[src/opfetch_pkg.sv]
// Operand fetch stage shared types, instruction field helpers and register map
`default_nettype none

package opfetch_pkg;

	// ====================
	// Basic vector types
	// ====================

	// Raw 32-bit instruction word as delivered by fetch
	typedef logic [31:0] instr_t;
	// Physical register index, covers general and special registers
	typedef logic [5:0] reg_idx_t;
	// Alternate stack pointer select, 0 means the normal stack pointer
	typedef logic [2:0] sp_sel_t;
	// Current interrupt nesting depth
	typedef logic [2:0] depth_t;

	localparam int NUM_REGS = 64;

	// Major opcodes in bits 6..0, anything not listed decodes as a plain register op
	typedef enum logic [6:0] {
		R2   = 7'h02,
		MOV  = 7'h0D,
		OSR2 = 7'h0C,
		VM   = 7'h0F,
		DJMP = 7'h22,
		MFLK = 7'h2A,
		LDSP = 7'h50,
		STSP = 7'h58
	} opcode_e;

	// Function codes in bits 31..25, meaning depends on the major opcode
	typedef enum logic [6:0] {
		RTI  = 7'h19,
		MTVL = 7'h2D
	} func_e;

	// ====================
	// Register index space
	// ====================

	localparam reg_idx_t REG_ZERO = 6'd0;
	localparam reg_idx_t REG_SP = 6'd31;
	localparam reg_idx_t REG_LC = 6'd40;
	// Link registers sit at base plus lk, so lk values 1 to 3 give 41 to 43
	localparam reg_idx_t REG_LK_BASE = 6'd40;
	// Alternate stack pointers sit at base plus sp_sel for sp_sel 1 to 4
	localparam reg_idx_t REG_ALT_SP_BASE = 6'd43;
	// One interrupt stack slot per nesting depth
	localparam reg_idx_t REG_ISTK_BASE = 6'd48;

	// Request from fetch, held stable by fetch while in_req is high
	typedef struct packed {
		instr_t instr;
		sp_sel_t sp_sel;
		depth_t istk_depth;
	} fetch_req_t;

	// ====================
	// Field extraction
	// ====================

	function automatic logic [6:0] fld_opcode(instr_t ir);
		return ir[6:0];
	endfunction

	function automatic logic [6:0] fld_func(instr_t ir);
		return ir[31:25];
	endfunction

	// Register fields are five bits wide and index only the general registers
	function automatic reg_idx_t fld_rt(instr_t ir);
		return {1'b0, ir[11:7]};
	endfunction

	function automatic reg_idx_t fld_ra(instr_t ir);
		return {1'b0, ir[16:12]};
	endfunction

	function automatic reg_idx_t fld_rb(instr_t ir);
		return {1'b0, ir[21:17]};
	endfunction

	// Link selector overlaps the upper ra bits and only means something for MFLK
	function automatic logic [1:0] fld_lk(instr_t ir);
		return ir[15:14];
	endfunction

	// Redirects a stack pointer reference to the selected alternate stack pointer
	function automatic reg_idx_t alt_sp_remap(reg_idx_t idx, sp_sel_t sel);
		alt_sp_remap = idx;
		if (idx == REG_SP && sel >= 3'd1 && sel <= 3'd4)
			alt_sp_remap = REG_ALT_SP_BASE + reg_idx_t'(sel);
	endfunction

endpackage

`default_nettype wire

[src/read_sequencer.sv]
// Two-step sequencer that shares one read port between the A and B operands
`timescale 1ns/1ps
`default_nettype none

module read_sequencer #(
	parameter int DATA_W = 64
) (
	input wire logic clk,
	input wire logic arst_n,
	input wire logic start,
	input wire opfetch_pkg::reg_idx_t ra,
	input wire opfetch_pkg::reg_idx_t rb,
	output opfetch_pkg::reg_idx_t rd_idx,
	input wire logic [DATA_W-1:0] rd_data,
	output logic [DATA_W-1:0] a_val,
	output logic [DATA_W-1:0] b_val,
	output logic done
);

	// Low while reading A or idle, high while reading B
	logic step;

	assign rd_idx = step ? rb : ra;

	// The start cycle reads A, the next one reads B, then done is high for one cycle
	always_ff @(posedge clk or negedge arst_n)
	begin
		if (!arst_n)
		begin
			step <= 1'b0;
			done <= 1'b0;
		end
		else
		begin
			done <= step;
			if (step)
				step <= 1'b0;
			else if (start)
				step <= 1'b1;
		end
	end

	// Operand latches
	always_ff @(posedge clk)
	begin
		if (!step && start)
			a_val <= rd_data;
		if (step)
			b_val <= rd_data;
	end

endmodule

`default_nettype wire

[config.mk]
export PLATFORM = sky130hd
export DESIGN_NAME = read_sequencer
export DESIGN_NICKNAME = d
export VERILOG_FILES = /design/src/opfetch_pkg.sv /design/src/read_sequencer.sv
export SDC_FILE = /design/constraint.sdc
export NUM_CORES = 1
export LEC_CHECK = 0
export BUFFER_PORTS_ARGS = -buffer_cell sky130_fd_sc_hd__buf_4
export CAP_MARGIN = 20
export CORE_MARGIN = 4
export CORE_UTILIZATION = 40
export CTS_CLUSTER_DIAMETER = 50
export CTS_CLUSTER_SIZE = 8
export DETAILED_ROUTE_END_ITERATION = 10
export PLACE_DENSITY = 0.79
export SLEW_MARGIN = 20
export SYNTH_ARGS = -nofsm -noshare
export SYNTH_HDL_FRONTEND = slang
export SYNTH_SLANG_ARGS = --single-unit
[constraint.sdc]
create_clock -name clk -period 3.1 [get_ports clk]
set_clock_uncertainty 0.2 [all_clocks]
set_input_delay 0.155 -clock clk [delete_from_list [all_inputs] [get_ports clk]]
set_output_delay 0.155 -clock clk [all_outputs]
set_load 0.01 [all_outputs]
==> impl_metrics.tcl <==
set metrics [dict create \
    multi_input_area_sq_um 98.8 \
    critPathMaxStageDelay_ps 620 \
    syn_avg_cell_area_sq_um 29.0 \
    synth_fp_nets 217 \
    clock-sinks 130 \
    synth_top_cell_by_area "edfxtp_1" \
    grt_max_degree 57 \
    critPathBufInv 2 \
    setup_tns_ps 0 \
    cap_violations 0 \
    cp_max_fo 56 \
    seqPwrFrac 0.469 \
    grt_util_all_layers 0.168 \
    worstSetupEndpointType "primary output" \
    yosysWarnings 0 \
    cts_resized 0 \
    hold_class "input pin to flip-flop" \
    worstSetupStartpointType "flip-flop" \
    synth-compound-area-share 0 \
    antenna_found_initial 0 \
    regArea_sq_mm 0.00389 \
    finalCritPeriodShare 0.746 \
    vdd_ir_drop_max_v 0.000394 \
    grt_first_pass_wirelength_mm 14.4 \
    final_common_cell "buf_4" \
    critical_path.top_delay_family "flip-flops" \
    max_slew_margin 0.683 \
    combPwrFrac 0.094 \
    initial_utilization 0.410 \
    p_per_area_mw_per_mm2 631 \
    p_switching_uw 862 \
    root_buffer "clkbuf_8" \
    routabilityCongestion 0.718 \
    whs_ps 107 \
    final_util 0.720 \
    swShare 0.194 \
    synthCells 138 \
    timing.final.ws_setup_ps 787 \
    vias_per_cell 4.31 \
    setup_viol 0 \
    dieArea_sq_mm 0.0117 \
    nFillCells 572 \
    cp.required_ps 2740 \
    drt_first_iter_violations 92 \
    met2_usage 0.289 \
    synthToLayoutAreaGrowth_pct 75.9 \
    drive_gt1_frac 0.558 \
    use_met3 0.0728 \
    use_met1 0.173 \
    grt_busiest_layer "met2" \
    clock_path_buffers 2 \
    synth_top_area_share 0.960 \
    drtPass1Iterations 3 \
    synth_cell_types 5 \
    htreeDepth 4 \
    ys_seq_elements 130 \
    cts_tree "yes" \
    intPower_mw 3.58 \
    die_w_microns 108 \
    synthSimpleGateAreaFrac 0.00219 \
    drv_slew 0 \
    yosys.area_share.adder 0 \
    p_leak_nw 2.89 \
    mostFrequentLayoutCells "215 x buf_4, 128 x edfxtp_1, 66 x dlygate4sd3_1" \
    fp.dieH_microns 108 \
    pwr-share-clk 0.437 \
    cp_cell_sequence "buf_12, mux2_4, buf_4" \
    worstPathArrival_ps 1960 \
    synth_area_leaders "edfxtp_1 96%, mux2_4 2.3%, dfrtp_1 1.3%" \
    totalPowerFinal_mw 4.45 \
    dpl_worst_slack_ps 1250 \
    tightestPinTransition_ps 476 \
    syn_area_sq_mm 0.00400 \
    grt_overflow_total 0 \
    ant_nets 0 \
    min_period_ps 2310 \
    crit_slowest_cell "dfrtp_2" \
    num_vias 2515 \
    wl_per_cell_microns 16.6 \
    fmax_ghz 0.432 \
    nets 517 \
    rows 36 \
    synthXorXnorAreaFrac 0 \
    dp_hpwl_mm 6.26 \
    synth_top_family_by_area "multiplexers" \
    hold_violations 0 \
    synth.area.mux_share 0.0225 \
    cts_buffers 17 \
    core_area_sq_mm 0.00977 \
    outcome "finished, final reports clean" \
    synth_seq_area_share 0.972 \
    io_buffers 213 \
    clk-insertion-delay-late_ps 490 \
    grt_pass1_vias 2760 \
    drc 0 \
    clk_pin_slew_ps 50 \
    drt_wl_total_mm 9.67 \
    ios 214 \
    rsz0062_at_grt "false" \
    antenna_cells 0 \
    critPathKind "flip-flop to primary output" \
]
[what timing repair did]
item                      4_1_cts  5_1_grt
setup buffers                   0        0
hold buffers                   66        0
hold endpoints to repair      130        0
[sequential cells by signal, indices dropped and copies added, names as in the netlist]
| register | count |
|---|---|
| step | 1 |
| done | 1 |
| a_val | 64 |
| b_val | 64 |
[final timing paths]
path                              from   endpoint  slack, ps  depth (start not counted)
min in group asynchronous       arst_n       done        330                          3
worst max-delay path              step  rd_idx[2]        790                          3
max in group asynchronous       arst_n       step       2230                          3
worst max register to register    step   a_val[8]       1260                          2
worst min-delay path             start       step        110                          3
worst min register to register    step   b_val[5]        580                          0
[final cells by class]
type / instances / share of cell area
Tap cell: 133 / 0.0236
Timing Repair Buffer: 282 / 0.326
Sequential cell: 130 / 0.553
Clock inverter: 12 / 0.0235
Multi-Input combinational cell: 7 / 0.0140
Clock buffer: 19 / 0.0599
[routing by layer]
layer	wire [microns]	part of all wire
met1	3350	0.35
met4	263	0.027
met3	1020	0.10
met2	5040	0.52
met5	0	0
[cells in the mapped netlist]
library cell / n
edfxtp_1: 128
and2b_2: 1
buf_6: 1
mux2_4: 6
dfrtp_1: 2
[worst reg2reg max path, cell delays in order, from the launching register on]
cell,delay [ps]
dfrtp_2,560
and2b_2,290
buf_4,410
[metrics by stage]
stage	cell area (sq um)	cells
after floorplan	4000	138
after global placement	5790	486
after detailed placement	5790	486
after CTS	7040	583
after global routing	7040	583
final	7040	583
[logic make-up after synthesis]
group / Yosys count
flops: 130
mux: 6
buf+inv: 1
simple gates: 1
[power by group through the flow]
stage | Clock [mW] | Combinational, mW | Sequential [mW]
2_1_floorplan | 0 | 0.0361 | 2.18
3_3_place_gp | 0 | 0.343 | 2.12
3_5_place_dp | 0 | 0.352 | 2.12
4_1_cts | 1.98 | 0.420 | 2.09
5_1_grt | 2.08 | 0.446 | 2.09
6_report | 1.94 | 0.416 | 2.09
Power figures use the tool's default switching activity.
