### src/opfetch_pkg.sv
// Operand fetch stage shared types, instruction field helpers and register map
`default_nettype none

package opfetch_pkg;

	// ====================
	// Basic vector types
	// ====================

	// Raw 32-bit instruction word as delivered by fetch
	typedef logic [31:0] instr_t;
	// Physical register index, covers general and special registers
	typedef logic [5:0] reg_idx_t;
	// Alternate stack pointer select, 0 means the normal stack pointer
	typedef logic [2:0] sp_sel_t;
	// Current interrupt nesting depth
	typedef logic [2:0] depth_t;

	localparam int NUM_REGS = 64;

	// Major opcodes in bits 6..0, anything not listed decodes as a plain register op
	typedef enum logic [6:0] {
		R2   = 7'h02,
		MOV  = 7'h0D,
		OSR2 = 7'h0C,
		VM   = 7'h0F,
		DJMP = 7'h22,
		MFLK = 7'h2A,
		LDSP = 7'h50,
		STSP = 7'h58
	} opcode_e;

	// Function codes in bits 31..25, meaning depends on the major opcode
	typedef enum logic [6:0] {
		RTI  = 7'h19,
		MTVL = 7'h2D
	} func_e;

	// ====================
	// Register index space
	// ====================

	localparam reg_idx_t REG_ZERO = 6'd0;
	localparam reg_idx_t REG_SP = 6'd31;
	localparam reg_idx_t REG_LC = 6'd40;
	// Link registers sit at base plus lk, so lk values 1 to 3 give 41 to 43
	localparam reg_idx_t REG_LK_BASE = 6'd40;
	// Alternate stack pointers sit at base plus sp_sel for sp_sel 1 to 4
	localparam reg_idx_t REG_ALT_SP_BASE = 6'd43;
	// One interrupt stack slot per nesting depth
	localparam reg_idx_t REG_ISTK_BASE = 6'd48;

	// Request from fetch, held stable by fetch while in_req is high
	typedef struct packed {
		instr_t instr;
		sp_sel_t sp_sel;
		depth_t istk_depth;
	} fetch_req_t;

	// ====================
	// Field extraction
	// ====================

	function automatic logic [6:0] fld_opcode(instr_t ir);
		return ir[6:0];
	endfunction

	function automatic logic [6:0] fld_func(instr_t ir);
		return ir[31:25];
	endfunction

	// Register fields are five bits wide and index only the general registers
	function automatic reg_idx_t fld_rt(instr_t ir);
		return {1'b0, ir[11:7]};
	endfunction

	function automatic reg_idx_t fld_ra(instr_t ir);
		return {1'b0, ir[16:12]};
	endfunction

	function automatic reg_idx_t fld_rb(instr_t ir);
		return {1'b0, ir[21:17]};
	endfunction

	// Link selector overlaps the upper ra bits and only means something for MFLK
	function automatic logic [1:0] fld_lk(instr_t ir);
		return ir[15:14];
	endfunction

	// Redirects a stack pointer reference to the selected alternate stack pointer
	function automatic reg_idx_t alt_sp_remap(reg_idx_t idx, sp_sel_t sel);
		alt_sp_remap = idx;
		if (idx == REG_SP && sel >= 3'd1 && sel <= 3'd4)
			alt_sp_remap = REG_ALT_SP_BASE + reg_idx_t'(sel);
	endfunction

endpackage

`default_nettype wire

### src/decode_ra.sv
// A-operand register decoder with implied and alternate stack pointer registers
`timescale 1ns/1ps
`default_nettype none

module decode_ra (
	input wire opfetch_pkg::instr_t ir,
	input wire opfetch_pkg::sp_sel_t sp_sel,
	input wire opfetch_pkg::depth_t istk_depth,
	output opfetch_pkg::reg_idx_t ra
);
	import opfetch_pkg::*;

	// Index before the stack pointer remap
	reg_idx_t ra_raw;

	always_comb
	begin
		case (fld_opcode(ir))
		// Decrement-and-jump always works on the loop counter
		DJMP:
			ra_raw = REG_LC;
		// Stack loads and stores address relative to the stack pointer
		LDSP, STSP:
			ra_raw = REG_SP;
		VM:
		begin
			// Only MTVL reads a general register, other vector mask ops have no A operand
			if (fld_func(ir) == MTVL)
				ra_raw = fld_ra(ir);
			else
				ra_raw = REG_ZERO;
		end
		MFLK:
		begin
			// lk of zero reads as zero, link registers follow the loop counter
			if (fld_lk(ir) == 2'd0)
				ra_raw = REG_ZERO;
			else
				ra_raw = REG_LK_BASE + reg_idx_t'(fld_lk(ir));
		end
		MOV, R2:
			ra_raw = fld_ra(ir);
		OSR2:
		begin
			// Return from interrupt pulls the saved state of the current depth
			if (fld_func(ir) == RTI)
				ra_raw = REG_ISTK_BASE + reg_idx_t'(istk_depth);
			else
				ra_raw = fld_ra(ir);
		end
		default:
			ra_raw = fld_ra(ir);
		endcase
	end

	// Any reference to register 31 goes to the active stack pointer
	assign ra = alt_sp_remap(ra_raw, sp_sel);

endmodule

`default_nettype wire

### config.mk
export PLATFORM = sky130hd
export DESIGN_NAME = decode_ra
export DESIGN_NICKNAME = d
export VERILOG_FILES = /design/src/opfetch_pkg.sv /design/src/decode_ra.sv
export SDC_FILE = /design/constraint.sdc
export NUM_CORES = 1
export LEC_CHECK = 0
export BUFFER_PORTS_ARGS = -buffer_cell sky130_fd_sc_hd__buf_2
export CORE_MARGIN = 8
export CORE_UTILIZATION = 36
export DETAILED_ROUTE_END_ITERATION = 8
export PLACE_DENSITY = 0.81
export SYNTH_ARGS = -nofsm -noshare
export SYNTH_HDL_FRONTEND = slang
export SYNTH_SLANG_ARGS = --single-unit
### constraint.sdc
create_clock -name vclk -period 2.17
set_input_delay 0.434 -clock vclk [all_inputs]
set_output_delay 0.434 -clock vclk [all_outputs]
set_load 0.02 [all_outputs]
==> impl_metrics.py <==
metrics = {
    "run_status": {
        "status": "finished, violations left",
        "violations": "negative setup slack",
    },
    "sta": {
        "slew_headroom": 0.7719,
        "finalSetupViolCount": 6,
        "worstMarginPinSlew_ps": 339.3,
        "period_share": 1.231,
        "max_freq_mhz": 374.3,
        "rsz0062_at_grt": "yes",
        "final.setup.worst_slack_ps": -501.6,
        "slew_viol_final": 0,
        "period_minus_slack_ps": 2672,
        "hold_viol_final": 0,
    },
    "synthesis": {
        "yosys.area_share.adder": 0.07732,
        "muxShareOfSynthArea": 0,
        "syn_area_um2": 485.5,
        "synth_compound_area_frac": 0.4923,
        "synth-simple-area-share": 0.3892,
        "netlist_instances": 65,
        "ys_warn_count": 0,
        "synthDistinctLibCells": 35,
        "synth-seq-area-share": 0,
        "syn_avg_cell_area_um2": 7.469,
        "synth_top_family_by_area": "compound AO/OA/AOI/OAI gates",
        "syn_nets": 106,
        "synth_xor_area_frac": 0,
    },
    "die": {
        "die_w_um": 52.72,
        "start_util": 0.3778,
        "core_area_mm2": 0.001285,
        "num_rows": 13,
        "ios": 44,
        "die_y_um": 52.72,
        "die-area_mm2": 0.002779,
    },
    "finish": {
        "area_growth_syn_to_layout_pct": 105.7,
        "final-seq-area_um2": 0,
        "antenna_cells": 0,
        "nClkBuffers": 0,
        "drive_above_1_share": 0.5966,
        "fin_nets": 162,
        "multi_input_area_um2": 564.3,
        "fin_util": 0.7770,
        "seq_cell_count": 0,
        "mostFrequentLayoutCell": "buf_4",
        "layout_common_cells": "buf_4 (25), buf_2 (20), buf_6 (10)",
        "final_area_um2": 998.5,
        "fillers": 76,
    },
    "critical_path": {
        "crit_path_max_fanout": 4,
        "cp_num_buf_inv": 2,
        "critPathCaptureType": "output port",
        "cp.arrival_ps": 2240,
        "max_stage_delay_ps": 380,
        "cp_slowest_cell": "a311oi_4",
        "crit_family": "compound AO/OA/AOI/OAI gates",
        "crit_type": "input port to output port",
        "worstPathRequired_ps": 1740,
        "crit_chain": "buf_6 -> or2_4 -> a211o_1 -> a311oi_4 -> a2111oi_4 -> o21a_1 -> a211o_1 -> buf_6",
        "start_kind": "input port",
    },
    "drt": {
        "antenna_left": 0,
        "via_per_inst": 5.881,
        "routedWlPerCell_um": 18.25,
        "totalWireLength_mm": 2.445,
        "vias": 788,
        "drt-pass1-iter-count": 4,
        "first_iter_violations": 42,
        "drc_errors": 0,
    },
    "placement": {
        "io_buffers": 31,
        "hpwl_mm": 1.548,
        "routabilityCongestion": 0.8295,
        "dpl_cell_area_um2": 772.0,
    },
    "global_route": {
        "grt_pass1_wl_mm": 3.512,
        "grt_pass1_vias": 853,
        "grt_use_total": 0.1579,
        "overflow": 0,
        "antenna_found_initial": 0,
        "grt_max_degree": 7,
    },
    "min_path": {
        "hp-class": "input port to output port",
        "hold_depth": 4,
        "holdPathEnd": "ra[0]",
        "worstHoldStart": "sp_sel[0]",
    },
    "pwr": {
        "power_density_mw_per_mm2": 156.2,
        "ir_worst_vdd_mv": 0.08758,
        "power.total_uw": 156.0,
        "p_leak_nw": 0.4816,
    },
    "run": {
        "cap_violations": 0,
    },
    "cts": {
        "postCtsHoldBufs": 0,
    },
}
==> layout make-up <==
| class | count | share of cell area |
|---|---|---|
| Inverter | 4 | 0.01504 |
| Multi-Input combinational cell | 60 | 0.5652 |
| Tap cell | 15 | 0.01880 |
| Timing Repair Buffer | 55 | 0.4010 |
==> tightest hold or removal path, delay by kind of cell <==
kind            cells  cell delay (ps)
buf+inv             3              370
compound gates      1               90
==> where the power goes <==
group          switching (mW)  internal [mW]
combinational          0.0757         0.0803
clock                       0              0
sequential                  0              0
==> logic make-up (layout without fill, tap and decap cells) <==
kind of cell,Yosys count,after routing
AO/OA/AOI/OAI,30,30
AND/OR/NAND/NOR,27,27
buffers and inverters,5,59
adder cells (fa/ha/maj),3,3
==> per-layer routing <==
metal / track usage / vias up / routed length [µm]
met3: 0.02557 / 6 / 146
met2: 0.2964 / 38 / 1264
met5: 0 / - / 0
li1: - / 374 / -
met4: 0.07328 / 0 / 74
met1: 0.1638 / 370 / 959
==> repair_timing <==
action                     CTS  global route
setup endpoints to repair    6             6
pin swaps                   14             9
gates resized for setup     23             7
buffers inserted             8             3
==> stage by stage <==
stage	TNS [ps]	setup WS [ps]	instances	hold slack (ps)
after floorplan	-1169	-223.7	65	1036
after global placement	-2457	-473.2	124	1286
after detailed placement	-2595	-500.8	124	1285
after CTS	-2223	-438.8	131	1299
after global routing	-3048	-553.9	134	1342
final	-2718	-501.6	134	1325
==> worst max-delay path by stage <==
stage	start	endpoint	slack [ps]	cells past startpoint
2_1_floorplan	ir[6]	ra[5]	-220	7
3_3_place_gp	ir[31]	ra[2]	-470	8
3_5_place_dp	ir[31]	ra[2]	-500	8
4_1_cts	ir[31]	ra[2]	-440	8
5_1_grt	ir[31]	ra[2]	-550	8
6_report	ir[1]	ra[5]	-500	8
==> synthesized netlist by cell type <==
master / n / area share
or2_1: 3 / 0.039
o31ai_2: 1 / 0.026
ha_1: 3 / 0.077
a2bb2oi_1: 1 / 0.018
a31oi_1: 3 / 0.039
nand4bb_1: 3 / 0.070
nor2_2: 1 / 0.013
a31o_1: 2 / 0.036
o22ai_1: 1 / 0.013
nor3_1: 1 / 0.010
o21ai_0: 4 / 0.041
a21o_1: 3 / 0.046
a311oi_2: 1 / 0.031
a2111oi_2: 1 / 0.031
o21ai_1: 1 / 0.010
o22a_1: 1 / 0.018
nor4_2: 1 / 0.026
nand3b_1: 2 / 0.031
a21boi_0: 3 / 0.046
o211ai_1: 1 / 0.015
nor3_4: 1 / 0.034
o31ai_1: 1 / 0.015
nand3_1: 1 / 0.010
inv_1: 4 / 0.031
a21oi_1: 1 / 0.010
a211o_1: 2 / 0.036
a211oi_2: 1 / 0.026
nor2_1: 7 / 0.054
or2_4: 2 / 0.036
nor4_1: 2 / 0.026
buf_2: 1 / 0.010
o31a_1: 1 / 0.018
o21a_1: 1 / 0.015
and4bb_1: 1 / 0.026
nand2_1: 2 / 0.015
No activity file was read; power rests on OpenSTA's default activity.
