$ cat config.mk
export PLATFORM = sky130hd
export DESIGN_NAME = decode_rb_rt
export DESIGN_NICKNAME = d
export VERILOG_FILES = /design/src/opfetch_pkg.sv /design/src/decode_rb_rt.sv
export SDC_FILE = /design/constraint.sdc
export NUM_CORES = 1
export LEC_CHECK = 0
export ABC_CLOCK_PERIOD_IN_PS = 1800
export BUFFER_PORTS_ARGS = -buffer_cell sky130_fd_sc_hd__buf_2
export CORE_AREA = 2 2 39 41
export DETAILED_ROUTE_END_ITERATION = 8
export DIE_AREA = 0 0 41 43
export PLACE_DENSITY = 0.66
export SLEW_MARGIN = 20
export SYNTH_ARGS = -nofsm -noshare
export SYNTH_HDL_FRONTEND = slang
export SYNTH_SLANG_ARGS = --single-unit
$ cat constraint.sdc
create_clock -name vclk -period 1.8
set_input_delay 0.18 -clock vclk [all_inputs]
set_output_delay 0.18 -clock vclk [all_outputs]
set_load 0.005 [all_outputs]
$ cat src/opfetch_pkg.sv
// Operand fetch stage shared types, instruction field helpers and register map
`default_nettype none

package opfetch_pkg;

	// ====================
	// Basic vector types
	// ====================

	// Raw 32-bit instruction word as delivered by fetch
	typedef logic [31:0] instr_t;
	// Physical register index, covers general and special registers
	typedef logic [5:0] reg_idx_t;
	// Alternate stack pointer select, 0 means the normal stack pointer
	typedef logic [2:0] sp_sel_t;
	// Current interrupt nesting depth
	typedef logic [2:0] depth_t;

	localparam int NUM_REGS = 64;

	// Major opcodes in bits 6..0, anything not listed decodes as a plain register op
	typedef enum logic [6:0] {
		R2   = 7'h02,
		MOV  = 7'h0D,
		OSR2 = 7'h0C,
		VM   = 7'h0F,
		DJMP = 7'h22,
		MFLK = 7'h2A,
		LDSP = 7'h50,
		STSP = 7'h58
	} opcode_e;

	// Function codes in bits 31..25, meaning depends on the major opcode
	typedef enum logic [6:0] {
		RTI  = 7'h19,
		MTVL = 7'h2D
	} func_e;

	// ====================
	// Register index space
	// ====================

	localparam reg_idx_t REG_ZERO = 6'd0;
	localparam reg_idx_t REG_SP = 6'd31;
	localparam reg_idx_t REG_LC = 6'd40;
	// Link registers sit at base plus lk, so lk values 1 to 3 give 41 to 43
	localparam reg_idx_t REG_LK_BASE = 6'd40;
	// Alternate stack pointers sit at base plus sp_sel for sp_sel 1 to 4
	localparam reg_idx_t REG_ALT_SP_BASE = 6'd43;
	// One interrupt stack slot per nesting depth
	localparam reg_idx_t REG_ISTK_BASE = 6'd48;

	// Request from fetch, held stable by fetch while in_req is high
	typedef struct packed {
		instr_t instr;
		sp_sel_t sp_sel;
		depth_t istk_depth;
	} fetch_req_t;

	// ====================
	// Field extraction
	// ====================

	function automatic logic [6:0] fld_opcode(instr_t ir);
		return ir[6:0];
	endfunction

	function automatic logic [6:0] fld_func(instr_t ir);
		return ir[31:25];
	endfunction

	// Register fields are five bits wide and index only the general registers
	function automatic reg_idx_t fld_rt(instr_t ir);
		return {1'b0, ir[11:7]};
	endfunction

	function automatic reg_idx_t fld_ra(instr_t ir);
		return {1'b0, ir[16:12]};
	endfunction

	function automatic reg_idx_t fld_rb(instr_t ir);
		return {1'b0, ir[21:17]};
	endfunction

	// Link selector overlaps the upper ra bits and only means something for MFLK
	function automatic logic [1:0] fld_lk(instr_t ir);
		return ir[15:14];
	endfunction

	// Redirects a stack pointer reference to the selected alternate stack pointer
	function automatic reg_idx_t alt_sp_remap(reg_idx_t idx, sp_sel_t sel);
		alt_sp_remap = idx;
		if (idx == REG_SP && sel >= 3'd1 && sel <= 3'd4)
			alt_sp_remap = REG_ALT_SP_BASE + reg_idx_t'(sel);
	endfunction

endpackage

`default_nettype wire

$ cat src/decode_rb_rt.sv
// B-operand and target register decoder
`timescale 1ns/1ps
`default_nettype none

module decode_rb_rt (
	input wire opfetch_pkg::instr_t ir,
	input wire opfetch_pkg::sp_sel_t sp_sel,
	output opfetch_pkg::reg_idx_t rb,
	output opfetch_pkg::reg_idx_t rt
);
	import opfetch_pkg::*;

	// Target before the stack pointer remap
	reg_idx_t rt_raw;

	// Only the two-register forms carry a B operand
	always_comb
	begin
		case (fld_opcode(ir))
		R2, VM:
			rb = fld_rb(ir);
		default:
			rb = REG_ZERO;
		endcase
	end

	always_comb
	begin
		case (fld_opcode(ir))
		// The loop counter is written back after the decrement
		DJMP:
			rt_raw = REG_LC;
		// A stack store writes memory only
		STSP:
			rt_raw = REG_ZERO;
		default:
			rt_raw = fld_rt(ir);
		endcase
	end

	// Same stack pointer redirection as on the A side
	assign rt = alt_sp_remap(rt_raw, sp_sel);

endmodule

`default_nettype wire

==> impl_metrics.toml, run 1 <==
[grt]
grt-busiest-layer = "met2"
grt_pass1_vias = 381
use_met2 = 0.200
grt_use_total = 0.0999
grt_util_met3 = 0
grt_pass1_wl_um = 1340
grt_start_max_net_pins = 7
antenna_found_initial = 0
overflow = 0
use_met1 = 0.114

[drt]
wl_per_cell_um = 9.95
dr.pass1.iters = 2
wirelength_um = 866
detail-route-antenna-nets = 0
drc = 0
vias = 419
avgViaCountPerCell = 4.82
drtIter0Drc = 4

[synthesis]
synth_cell_types = 24
yosys_warnings = 0
syn_avg_cell_area_um2 = 7.42
synth_nets = 79
syn_inst = 41
synth-seq-area-share = 0
syn_area_um2 = 304

[layout]
antenna_cells = 0
register_area_um2 = 0
final.fill_count = 157
final_layout_size_suffix_gt1_frac = 0.549
seq_cell_count = 0
areaGrowthSynthToFinish_pct = 56.4
n_clock_buffer = 0
nets = 111
final_cell_area_um2 = 475

[placed_design]
portBuffers = 31
dp_slack_ns = 0.104
dp_hpwl_um = 799
place_congestion = 0.749
placed_area_um2 = 475

[die]
initial_core_util = 0.220
rows = 14
die_area_um2 = 1760
io_pins = 47
core_area_um2 = 1380
fp.dieH_um = 43
die_w_um = 41

[power]
p_int_uw = 36.3
power.density_nw_per_um2 = 147
vdd_drop_max_uv = 48.9
p_comb_frac = 1.000
clockPowerShare = 0
p_sw_uw = 33.7
p_leak_uw = 0.000248
fin_total_pwr_uw = 70.0
pwr-share-seq = 0
swShare = 0.481

[sta]
holdWs_ns = 0.627
final-max-slew-violation-count = 0
post-route-period-util = 0.937
clock.fmax_ghz = 0.593
tns_ns = 0
period_minus_slack_ns = 1.69
setup_violations = 0
rsz0062_at_grt = "false"
timing.final.ws_setup_ns = 0.113
finalHoldViolations = 0

[setup_path]
end_kind = "output port"
criticalPathCategory = "in -> out"
arrival_ns = 1.51
critPathLaunchType = "primary input"
cp_max_fo = 4
required_ns = 1.62

[clock_tree]
postCtsHoldBufs = 0
ctsResizeCount = 0
cts_setup_buffers = 0

[hold_path]
hold_class = "in -> out"

[outcome]
outcome = "completed"

[flow_run]
maxCapViolCount = 0
[cell usage after synthesis (2+ instances only)]
cell      count  share of area
inv_1         5          0.062
nor4b_1       2          0.058
nor3_1        4          0.066
ha_1          3           0.12
or3_1         2          0.041
nand4_1       2          0.041
and2_1        5           0.10
nand2b_1      2          0.041
[cells in the final DEF (no fill, tap or decap)]
master / count
buf_2: 31
inv_1: 5
and2_1: 5
nor3_1: 4
ha_1: 3
or3_1: 2
nor4b_1: 2
nand2b_1: 2
nand4_1: 2
nand3_1: 1
or3b_4: 1
a211oi_2: 1
and4b_1: 1
nor4_2: 1
nor4_1: 1
o21ai_0: 1
or4_4: 1
o31ai_2: 1
o41ai_1: 1
a2111oi_2: 1
o31ai_1: 1
o21ai_2: 1
conb_1: 1
buf_4: 1
[logic make-up after synthesis]
logic type,after synthesis,synth area share
AO/OA/AOI/OAI,7,0.230
adder cells (fa/ha/maj),3,0.123
buffers and inverters,7,0.0988
other,1,0.0123
AND/OR/NAND/NOR,23,0.535
[power groups by stage]
stage	Sequential (uW)	Combinational [uW]	Clock [uW]
6_report	0	70.0	0
5_1_grt	0	78.3	0
4_1_cts	0	70.6	0
3_5_place_dp	0	70.4	0
3_3_place_gp	0	68.6	0
2_1_floorplan	0	30.6	0
[layout make-up]
cell class         instances  area, um^2  area share
repair buffers            32         163       0.342
inverters                  5        18.8      0.0395
multi-input cells         34         274       0.576
well taps                 16        20.0      0.0421
[layer usage]
metal / wire, um / up-vias
met5: 0 / -
met4: 0 / 0
met3: 62 / 0
met2: 466 / 17
met1: 337 / 185
li1: - / 217
[metrics by stage]
stage                      util  instances
after CTS                 0.344         87
after detailed placement  0.344         87
after floorplan               -         41
final                     0.344         87
after global placement    0.344         87
after global routing      0.344         87
[worst max-delay path, cell delays in order]
cell and delay (ns):
buf_2 0.12, inv_1 0.08, ha_1 0.14, inv_1 0.04, ha_1 0.17, nand2b_1 0.18, or3_1 0.37, o21ai_2 0.10
buf_2 0.12
[final timing paths]
| check | start | end | slack (ns) | cells past startpoint |
|---|---|---|---|---|
| setup / recovery | sp_sel[0] | rt[5] | 0.11 | 9 |
| hold / removal | ir[21] | rb[4] | 0.63 | 3 |
Power figures use the tool's default switching activity.
==> inputs of run 2 (changes only) <==
Settings changed: ABC_CLOCK_PERIOD_IN_PS 1800 to 1500, GPL_TIMING_DRIVEN set to 0, PLACE_DENSITY 0.66 to 0.69, SETUP_SLACK_MARGIN set to 0.5.
Clock period 1.8 ns to 1.5 ns, I/O delays scaled along.
==> run 2 against run 1 <==
The flow now finishes with violations (setup timing); sequential share of layout area unchanged; design area increased by 36%; via count increased by 10%; clock-buffer cell count unchanged; die area unchanged.
==> impl_metrics.toml, run 2 (same netlist as run 1, synthesis figures left out) <==
[setup_path]
required_ns = 1.35
criticalPathCategory = "in -> out"
slowest_stage = "or4_4"
cp_max_fo = 3
path_cells = "buf_6 -> or3b_4 -> or4_4 -> o31ai_2 -> buf_2"
critPathLaunchType = "primary input"
cp_slowest_stage_delay_ns = 0.50
end_kind = "output port"
arrival_ns = 1.35

[drt]
wirelength_um = 1080
drc = 0
wl_per_cell_um = 11.7
dr.pass1.iters = 4
avgViaCountPerCell = 5.02
drtIter0Drc = 1
vias = 462
detail-route-antenna-nets = 0

[power]
p_int_uw = 70.5
clockPowerShare = 0
swShare = 0.466
p_comb_frac = 1.000
p_leak_uw = 0.000299
power.density_nw_per_um2 = 205
pwr-share-seq = 0
vdd_drop_max_uv = 89.3
p_sw_uw = 61.6

[flow_run]
maxCapViolCount = 0

[layout]
n_clock_buffer = 0
final_cell_count_no_fill = 92
antenna_cells = 0
final_cell_mix = "buf_2 (27), and2_1 (5), buf_4 (5)"
final.fill_count = 139
final_layout_size_suffix_gt1_frac = 0.750
nets = 116
seq_cell_count = 0
final_cell_area_um2 = 646
areaGrowthSynthToFinish_pct = 112
register_area_um2 = 0
final_common_cell = "buf_2"

[hold_path]
hold_class = "in -> out"
hold_path_end = "rb[3]"
hold_path_startpoint = "ir[20]"
min_path_cells = 3

[grt]
grt_pass1_wl_um = 1610
overflow = 0
antenna_found_initial = 0
grt_start_max_net_pins = 7
grt_use_total = 0.125
grt_pass1_vias = 414

[die]
die_area_um2 = 1760
core_area_um2 = 1380
die_w_um = 41
fp.dieH_um = 43
rows = 14
io_pins = 47
initial_core_util = 0.220

[outcome]
violations = "setup timing"
outcome = "finished with violations"

[sta]
timing.final.ws_setup_ns = -0.00336
holdWs_ns = 0.573
rsz0062_at_grt = "true"
setup_violations = 1
clock.fmax_ghz = 0.665
post-route-period-util = 1.00
tns_ns = -0.00336
final-max-slew-violation-count = 0
finalHoldViolations = 0
period_minus_slack_ns = 1.50

[placed_design]
placed_area_um2 = 523
portBuffers = 31
dp_cells = 88
dp_slack_ns = -0.0438
place_congestion = 0.719

[clock_tree]
postCtsHoldBufs = 0
[run 2: cell types whose count changed in the layout (fill, tap and decap cells not counted), sizes merged]
cell and change:
buf +4, clkbuf +1
[run 2: worst max path at each step]
stage               start  endpoint  slack, ns  cells past startpoint
CTS                 ir[6]     rt[3]     -0.004                      5
global placement    ir[6]     rt[3]      -0.03                      5
finish              ir[6]     rt[3]     -0.003                      5
detailed placement  ir[6]     rt[3]      -0.04                      5
global route        ir[6]     rt[3]      -0.05                      5
floorplan           ir[6]     rt[3]       0.23                      3
[run 2: critical path, delay by kind of cell]
kind,cells,cell delay (ns)
AND/OR/NAND/NOR,2,0.89
buffers and inverters,2,0.23
AO/OA/AOI/OAI,1,0.07
[run 2: power groups by stage]
stage               clock [uW]  sequential (uW)  combinational (uW)
floorplan                    0                0                46.0
global placement             0                0                95.9
detailed placement           0                0                99.3
CTS                          0                0                 123
global route                 0                0                 142
finish                       0                0                 132
[run 2: what timing repair did]
| action | CTS | global route |
|---|---|---|
| buffers inserted | 4 | 0 |
| endpoints found under the setup margin | 11 | 11 |
| pin swaps | 7 | 5 |
| gates resized for setup | 14 | 5 |
| endpoints found under the hold margin | 0 | 0 |
[run 2: per-stage QoR]
| step | total power [uW] | util |
|---|---|---|
| finish | 132 | 0.467 |
| global route | 142 | 0.467 |
| CTS | 123 | 0.446 |
| detailed placement | 99.3 | 0.378 |
| global placement | 95.9 | 0.378 |
| floorplan | 46.0 | - |
[run 2: metal layers]
metal,global-route usage,routed length [um],vias to the layer above
li1,-,-,225
met1,0.149,394,207
met2,0.241,579,30
met3,0.00524,103,0
met4,0,0,0
met5,0,0,-
[run 2: final cells by class]
type | instances | area (um^2) | area share
Multi-Input combinational cell | 34 | 375 | 0.581
Inverter | 5 | 23.8 | 0.0368
Tap cell | 16 | 20.0 | 0.0310
Timing Repair Buffer | 35 | 214 | 0.331
Buffer | 2 | 12.5 | 0.0194
