===== src/opfetch_pkg.sv =====
// Operand fetch stage shared types, instruction field helpers and register map
`default_nettype none

package opfetch_pkg;

	// ====================
	// Basic vector types
	// ====================

	// Raw 32-bit instruction word as delivered by fetch
	typedef logic [31:0] instr_t;
	// Physical register index, covers general and special registers
	typedef logic [5:0] reg_idx_t;
	// Alternate stack pointer select, 0 means the normal stack pointer
	typedef logic [2:0] sp_sel_t;
	// Current interrupt nesting depth
	typedef logic [2:0] depth_t;

	localparam int NUM_REGS = 64;

	// Major opcodes in bits 6..0, anything not listed decodes as a plain register op
	typedef enum logic [6:0] {
		R2   = 7'h02,
		MOV  = 7'h0D,
		OSR2 = 7'h0C,
		VM   = 7'h0F,
		DJMP = 7'h22,
		MFLK = 7'h2A,
		LDSP = 7'h50,
		STSP = 7'h58
	} opcode_e;

	// Function codes in bits 31..25, meaning depends on the major opcode
	typedef enum logic [6:0] {
		RTI  = 7'h19,
		MTVL = 7'h2D
	} func_e;

	// ====================
	// Register index space
	// ====================

	localparam reg_idx_t REG_ZERO = 6'd0;
	localparam reg_idx_t REG_SP = 6'd31;
	localparam reg_idx_t REG_LC = 6'd40;
	// Link registers sit at base plus lk, so lk values 1 to 3 give 41 to 43
	localparam reg_idx_t REG_LK_BASE = 6'd40;
	// Alternate stack pointers sit at base plus sp_sel for sp_sel 1 to 4
	localparam reg_idx_t REG_ALT_SP_BASE = 6'd43;
	// One interrupt stack slot per nesting depth
	localparam reg_idx_t REG_ISTK_BASE = 6'd48;

	// Request from fetch, held stable by fetch while in_req is high
	typedef struct packed {
		instr_t instr;
		sp_sel_t sp_sel;
		depth_t istk_depth;
	} fetch_req_t;

	// ====================
	// Field extraction
	// ====================

	function automatic logic [6:0] fld_opcode(instr_t ir);
		return ir[6:0];
	endfunction

	function automatic logic [6:0] fld_func(instr_t ir);
		return ir[31:25];
	endfunction

	// Register fields are five bits wide and index only the general registers
	function automatic reg_idx_t fld_rt(instr_t ir);
		return {1'b0, ir[11:7]};
	endfunction

	function automatic reg_idx_t fld_ra(instr_t ir);
		return {1'b0, ir[16:12]};
	endfunction

	function automatic reg_idx_t fld_rb(instr_t ir);
		return {1'b0, ir[21:17]};
	endfunction

	// Link selector overlaps the upper ra bits and only means something for MFLK
	function automatic logic [1:0] fld_lk(instr_t ir);
		return ir[15:14];
	endfunction

	// Redirects a stack pointer reference to the selected alternate stack pointer
	function automatic reg_idx_t alt_sp_remap(reg_idx_t idx, sp_sel_t sel);
		alt_sp_remap = idx;
		if (idx == REG_SP && sel >= 3'd1 && sel <= 3'd4)
			alt_sp_remap = REG_ALT_SP_BASE + reg_idx_t'(sel);
	endfunction

endpackage

`default_nettype wire


===== src/opfetch_fsm.sv =====
// Control FSM for the fetch and execute four-phase handshakes
`timescale 1ns/1ps
`default_nettype none

module opfetch_fsm #(
	parameter type operand_pkt_t = logic [145:0],
	// Operand width recovered from the packet, which holds three indices and two values
	localparam int VAL_W = ($bits(operand_pkt_t) - 3 * $bits(opfetch_pkg::reg_idx_t)) / 2
) (
	input wire logic clk,
	input wire logic arst_n,
	input wire logic in_req,
	output logic in_ack,
	input wire opfetch_pkg::fetch_req_t fetch_in,
	output opfetch_pkg::fetch_req_t fetch_q,
	output logic seq_start,
	input wire logic seq_done,
	input wire logic [VAL_W-1:0] a_val,
	input wire logic [VAL_W-1:0] b_val,
	input wire opfetch_pkg::reg_idx_t ra,
	input wire opfetch_pkg::reg_idx_t rb,
	input wire opfetch_pkg::reg_idx_t rt,
	output logic out_req,
	input wire logic out_ack,
	output operand_pkt_t pkt
);

	typedef enum logic [1:0] {
		IDLE,
		READ,
		PRESENT,
		DRAIN
	} state_e;

	state_e state;
	logic capture;
	logic load_pkt;

	// A new request is taken only when the previous input handshake is fully closed
	assign capture = (state == IDLE) && in_req && !in_ack;
	assign load_pkt = (state == READ) && seq_done;

	// ====================
	// Control
	// ====================

	always_ff @(posedge clk or negedge arst_n)
	begin
		if (!arst_n)
		begin
			state <= IDLE;
			in_ack <= 1'b0;
			seq_start <= 1'b0;
			out_req <= 1'b0;
		end
		else
		begin
			// Start pulse lasts exactly the cycle after capture
			seq_start <= capture;
			// Acknowledge one cycle after capture, release once fetch drops in_req
			if (seq_start)
				in_ack <= 1'b1;
			else if (!in_req)
				in_ack <= 1'b0;
			case (state)
			IDLE:
				if (capture)
					state <= READ;
			READ:
				if (seq_done)
				begin
					out_req <= 1'b1;
					state <= PRESENT;
				end
			PRESENT:
				if (out_ack)
				begin
					out_req <= 1'b0;
					state <= DRAIN;
				end
			// Wait for both low phases before accepting more work
			DRAIN:
				if (!out_ack && !in_ack)
					state <= IDLE;
			default:
				state <= IDLE;
			endcase
		end
	end

	// ====================
	// Payload
	// ====================

	// Packet order is ra, rb, rt, a_val, b_val as in the packet struct
	always_ff @(posedge clk)
	begin
		if (capture)
			fetch_q <= fetch_in;
		if (load_pkt)
			pkt <= operand_pkt_t'({ra, rb, rt, a_val, b_val});
	end

endmodule

`default_nettype wire


===== config.mk =====
export PLATFORM = sky130hd
export DESIGN_NAME = opfetch_fsm
export DESIGN_NICKNAME = d
export VERILOG_FILES = /design/src/opfetch_pkg.sv /design/src/opfetch_fsm.sv
export SDC_FILE = /design/constraint.sdc
export NUM_CORES = 1
export LEC_CHECK = 0
export BUFFER_PORTS_ARGS = -buffer_cell sky130_fd_sc_hd__buf_2
export CAP_MARGIN = 30
export CORE_AREA = 2 2 147 149
export DETAILED_ROUTE_END_ITERATION = 6
export DIE_AREA = 0 0 149 151
export PLACE_DENSITY_LB_ADDON = 0.1
export SYNTH_ARGS = -nofsm -noshare
export SYNTH_HDL_FRONTEND = slang
export SYNTH_SLANG_ARGS = --single-unit

===== constraint.sdc =====
create_clock -name clk -period 5.9 [get_ports clk]
set_input_delay 1.77 -clock clk [delete_from_list [all_inputs] [get_ports clk]]
set_output_delay 1.77 -clock clk [all_outputs]
set_load 0.01 [all_outputs]

==> impl_metrics.ini, run 1 <==
[route]
drt_iter0_markers = 146
via_per_inst = 3.978
drtAntennaViolNets = 0
wire_per_inst_um = 17.31
via_count = 3572
dr.pass1.iters = 4
drt_wl_total_um = 15550
drc = 0

[yosys]
netlist_instances = 210
mappedNetlistArea_um2 = 5817
yosys.area.top_type = edfxtp_1
synthFlopType = edfxtp_1
yosys_register_bits = 189
ys_seq_area_share_pct = 97.14
async_flop_share_pct = 2.646
synth_top_area_share_pct = 94.99
synth.distinct_cells = 17
avgSynthCellArea_um2 = 27.70
yosysWarnings = 0
synth_edf_count = 184
syn_nets = 403
netlist_top_cells_area = edfxtp_1 (95%), dfrtp_1 (2.2%), ha_1 (0.86%)

[hold_path]
hold_path.class = reg -> reg
worstHoldPathCells = 1

[timing]
min_period_over_period_pct = 51.05
max_freq_mhz = 332.0
holdWs_ps = 446.7
setup_viol = 0
fin_setup_tns_ps = 0
maxSlewViolCount = 0
rsz0062_at_grt = false
period_minus_slack_ps = 3012
hold_viol_final = 0
finClkSkew_ps = 11.29
fin_ws_ps = 2888
tightest_slew_ps = 555.7
slew_headroom_pct = 62.96

[outcome]
outcome = finished clean

[critical_path]
cp_top_family = buffers and inverters
path_max_fanout = 67
reg2reg_depth = 5
cp_common_cell = buf_12
arrival_ps = 3100
crit_path_top_delay_cell = and2_4
worstPathRequired_ps = 5990
start_kind = input pin
path_depth = 4
critical_path_buf_inv_count = 3
slowest_delay_ps = 500
path_class = in -> reg
worstPathCellList = buf_2 > and2_4 > buf_12 > buf_12
endpoint_kind = register

[finish]
area_delta_synth_final_pct = 48.89
drive_gt1_share_pct = 66.61
fin_nets = 800
nFillCells = 1977

[pwr]
vdd_drop_max_mv = 0.2900
p_leak_uw = 0.003605
p_per_area_nw_per_um2 = 400.5

[clock_network]
cts_max_level = 4
numClockSinks = 189
cts_resized = 0
clk_latency_ps = 420
cts-root-buf = clkbuf_16
postCtsSetupRepairBufs = 0
cts_buffer_depth = 2
cts_tree = built
cts_buffers = 17
postCtsHoldBufs = 0
path_clk_slew_ps = 70

[place]
pre_cts_ws_ps = 2405
numPortBuffers = 375
dp_hpwl_um = 11960
gp_congestion = 0.7355

[floorplan]
die_y_um = 151
die_w_um = 149
dieArea_um2 = 22500
io_pins = 376
core_um2 = 20820
initial_core_util_pct = 27.94
row_count = 53

[global_routing]
grt_start_max_net_pins = 68
grt_pass1_wl_um = 21290
overflow = 0
first_global_vias = 3640
gr-usage-all-layers_pct = 13.12
antenna_found_initial = 3

[run]
maxCapViolCount = 0
[area by class of cell]
| type | count | area (um^2) | area share, % |
|---|---|---|---|
| antenna | 3 | 7.507 | 0.08668 |
| clock buffer | 18 | 429.2 | 4.955 |
| clock inverter | 14 | 136.4 | 1.575 |
| inverter | 3 | 11.26 | 0.1300 |
| multi-input combinational | 18 | 157.7 | 1.820 |
| sequential | 189 | 5650 | 65.24 |
| tap | 275 | 344.1 | 3.973 |
| timing repair buffer | 378 | 1924 | 22.22 |
[worst paths after layout]
path                            startpoint        to  slack (ps)
max in group asynchronous           arst_n  state[1]        4600
worst min register to register   seq_start    in_ack         450
worst min-delay path             seq_start    in_ack         450
min in group asynchronous           arst_n   out_req        1150
worst max-delay path              seq_done  pkt[141]        2890
worst max register to register    state[1]  pkt[141]        3630
[synth_stat cells, types with 2 or more instances]
library cell / n
dfrtp_1: 5
nand2b_1: 2
ha_1: 4
edfxtp_1: 184
and2_1: 2
inv_1: 2
[cell families after synthesis]
family          share of synthesized area, %
flops                                  97.14
compound gates                        0.7097
simple gates                          0.8388
buf+inv                               0.1936
mux                                   0.2580
fa+ha+maj                             0.8604
[per-layer routing]
layer  vias to the layer above  global-route usage (%)  wire, um
met4                         0                   5.476       165
met3                        13                   6.476      1820
li1                       1646                       -         -
met2                       223                   22.72      8258
met5                         -                       0         0
met1                      1690                   13.55      5301
[cells in the final DEF, fill, tap and decap left out]
| cell type | synthesis | layout |
|---|---|---|
| clkinvlp_4 | 0 | 4 |
| diode_2 | 0 | 3 |
| clkbuf_1 | 0 | 1 |
| nor2b_1 | 1 | 1 |
| clkinv_2 | 0 | 1 |
| o2bb2ai_1 | 1 | 1 |
| nor2_1 | 1 | 1 |
| inv_6 | 0 | 1 |
| o2111ai_2 | 1 | 1 |
| clkbuf_16 | 0 | 17 |
| mux2_4 | 1 | 1 |
| and2_4 | 0 | 1 |
| nand2b_1 | 2 | 2 |
| inv_2 | 1 | 1 |
| a21o_1 | 1 | 1 |
| a21oi_1 | 1 | 1 |
| buf_2 | 0 | 375 |
| buf_4 | 0 | 1 |
| edfxtp_1 | 184 | 184 |
| dfrtp_1 | 5 | 5 |
| and2_1 | 2 | 1 |
| inv_8 | 0 | 3 |
| ha_1 | 4 | 4 |
| buf_12 | 0 | 2 |
| o21ai_1 | 1 | 1 |
| inv_1 | 2 | 2 |
| clkinv_8 | 0 | 2 |
| nor4bb_1 | 1 | 1 |
| nand2_1 | 1 | 1 |
| clkinv_4 | 0 | 3 |
[power breakdown]
part	internal [uW]	switching, uW	leakage [uW]
clock	557	520	0.000264
combinational	223	362	0.00159
sequential	1750	55.4	0.00175
total	2530	938	0.00360
[flip-flops by register name (all words and copies together), names as in the netlist]
| register | cells |
|---|---|
| seq_start | 1 |
| pkt | 146 |
| fetch_q | 38 |
| out_req | 1 |
| in_ack | 1 |
| state | 2 |
[worst reg2reg max path, delay by kind of cell, from the launching register on]
| kind | cells | cell delay (ps) |
|---|---|---|
| fa+ha+maj | 1 | 180 |
| buf+inv | 3 | 810 |
| flops | 1 | 420 |
| simple gates | 1 | 510 |
[per-stage QoR]
step	total power (uW)	util, %	cell area (um^2)	instances
finish	3469	41.59	8661	898
global route	3641	41.57	8656	896
CTS	3534	41.56	8653	895
detailed placement	2439	38.84	8088	863
global placement	2423	38.75	8068	862
floorplan	2133	-	5817	210
Note: power is estimated with default switching activity, not from simulation.
==> run 2: changes to the inputs <==
==> constraint.sdc (replaced) <==
create_clock -name clk -period 2.9 [get_ports clk]
set_input_delay 0.87 -clock clk [delete_from_list [all_inputs] [get_ports clk]]
set_output_delay 0.87 -clock clk [all_outputs]
set_load 0.01 [all_outputs]
==> run 2 against run 1 <==
Compared with the run above:
- count of clock-buffer cells in the layout unchanged
- sequential share of layout area about the same
- register-to-register slack got worse by 2400 ps
- worst hold slack worse by 190 ps
- critical endpoint is now pkt[60]
- first-iteration DRC count shrank 14%
- power rose by 110%
- largest cell class unchanged
- die area stayed put
- critical path type is now reg -> out
- sequential power grew 100%
- routed wire length is 1.4% higher
==> impl_metrics.ini, run 2 (synthesis gave the netlist of run 1 again) <==
[critical_path]
crit_path_top_delay_cell = edfxtp_1
start_kind = register
path_depth = 1
endpoint_kind = output port
crit_path_end = pkt[60]
cp_top_family = flip-flops
arrival_ps = 1000
path_max_fanout = 1
reg2reg_depth = 4
slowest_delay_ps = 430
worstPathCellList = buf_2
r2r_end = fetch_q[4]
worstPathRequired_ps = 2030
path_class = reg -> out
critical_path_buf_inv_count = 1
r2r_setup_slack_ps = 1240
reg2reg_from = state[0]
crit_start = pkt[60]

[global_routing]
antenna_found_initial = 3
grt_pass1_wl_um = 21670
grt_start_max_net_pins = 84
overflow = 0
gr-usage-all-layers_pct = 13.35
first_global_vias = 3676

[finish]
mostFrequentLayoutCell = buf_2
layout_common_cells = buf_2 (375), edfxtp_1 (184), clkbuf_16 (17)
utilization_pct = 41.58
fin_nets = 800
area_delta_synth_final_pct = 48.85
reg_top3 = pkt x146, fetch_q x38, state x2
largest_reg_flops = 146
fin_area_um2 = 8658
largest-register = pkt
drive_gt1_share_pct = 66.45

[route]
drc = 0
drt_wl_total_um = 15770
via_count = 3593
drt_iter0_markers = 126
dr.pass1.iters = 4
via_per_inst = 4.006
wire_per_inst_um = 17.58
drtAntennaViolNets = 0

[floorplan]
row_count = 53
initial_core_util_pct = 27.94
core_um2 = 20820
die_y_um = 151
io_pins = 376
die_w_um = 149
dieArea_um2 = 22500

[clock_network]
cts_buffers = 17
cts-root-buf = clkbuf_16
numClockSinks = 189
clk_latency_ps = 420
postCtsHoldBufs = 0
cts_buffer_depth = 2
postCtsSetupRepairBufs = 0
cts_resized = 0
cts_max_level = 4
cts_tree = built
path_clk_slew_ps = 70

[place]
place_area_um2 = 8088
numPortBuffers = 375
dp_hpwl_um = 12250
gp_congestion = 0.7278

[timing]
max_freq_mhz = 534.3
period_minus_slack_ps = 1872
hold_viol_final = 0
maxSlewViolCount = 0
min_period_over_period_pct = 64.54
setup_viol = 0
rsz0062_at_grt = false
fin_setup_tns_ps = 0
tightest_slew_ps = 491.2
finClkSkew_ps = 8.221
slew_headroom_pct = 67.25

[outcome]
outcome = finished clean

[pwr]
netSwitchingFraction_pct = 26.61
p_seq_share_pct = 51.7
p_int_uw = 5221
clkPwrFrac_pct = 31.6
p_per_area_nw_per_um2 = 821.6
p_total_uw = 7113
vdd_drop_max_mv = 0.4441
p_leak_uw = 0.003603
switchingPower_uw = 1893
p_comb_share_pct = 16.8

[run]
maxCapViolCount = 0

[hold_path]
hold_path.class = in -> async
[run 2: cell count changes in the layout (fill, tap and decap cells not counted), sizes merged]
cell	before	now
inv	7	8
clkinv	6	3
bufinv	0	1
clkinvlp	4	5
diode	3	2
[run 2: stage by stage]
| step | hold slack [ps] | instances | worst slack (ps) |
|---|---|---|---|
| global placement | 446.2 | 863 | 796.7 |
| floorplan | 493.2 | 210 | 491.4 |
| finish | 254.1 | 897 | 1028 |
| global route | 235.7 | 895 | 980.4 |
| CTS | 238.1 | 895 | 992.4 |
| detailed placement | 443.8 | 863 | 763.6 |
[run 2: how the worst min path moves through the flow]
stage / startpoint / end / cells past startpoint
floorplan: seq_start / in_ack / 1
global route: arst_n / state[1] / 1
detailed placement: seq_start / in_ack / 1
CTS: arst_n / state[1] / 1
finish: arst_n / state[1] / 1
global placement: seq_start / in_ack / 1
[run 2: per-layer routing]
| layer | global-route usage, % | vias to the layer above | part of all wire, % |
|---|---|---|---|
| li1 | - | 1644 | - |
| met1 | 13.51 | 1711 | 33 |
| met2 | 24.08 | 220 | 53 |
| met3 | 6.777 | 16 | 12 |
| met4 | 4.000 | 2 | 1.2 |
| met5 | 0 | - | 0.082 |
[run 2: power groups by stage]
stage / clock, uW / combinational (uW) / sequential (uW)
6_report: 2240 / 1190 / 3680
5_1_grt: 2430 / 1310 / 3720
4_1_cts: 2320 / 1220 / 3690
3_5_place_dp: 0 / 1220 / 3740
3_3_place_gp: 0 / 1210 / 3730
2_1_floorplan: 0 / 318 / 3970
[run 2: cell type report]
type                    count  area (um^2)
clock inverters            14        136.4
fillers                  1980        12160
well taps                 275        344.1
flip-flops and latches    189         5650
clock buffers              18        429.2
multi-input cells          18        157.7
diodes                      2        5.005
repair buffers            378         1924
inverters                   3        11.26
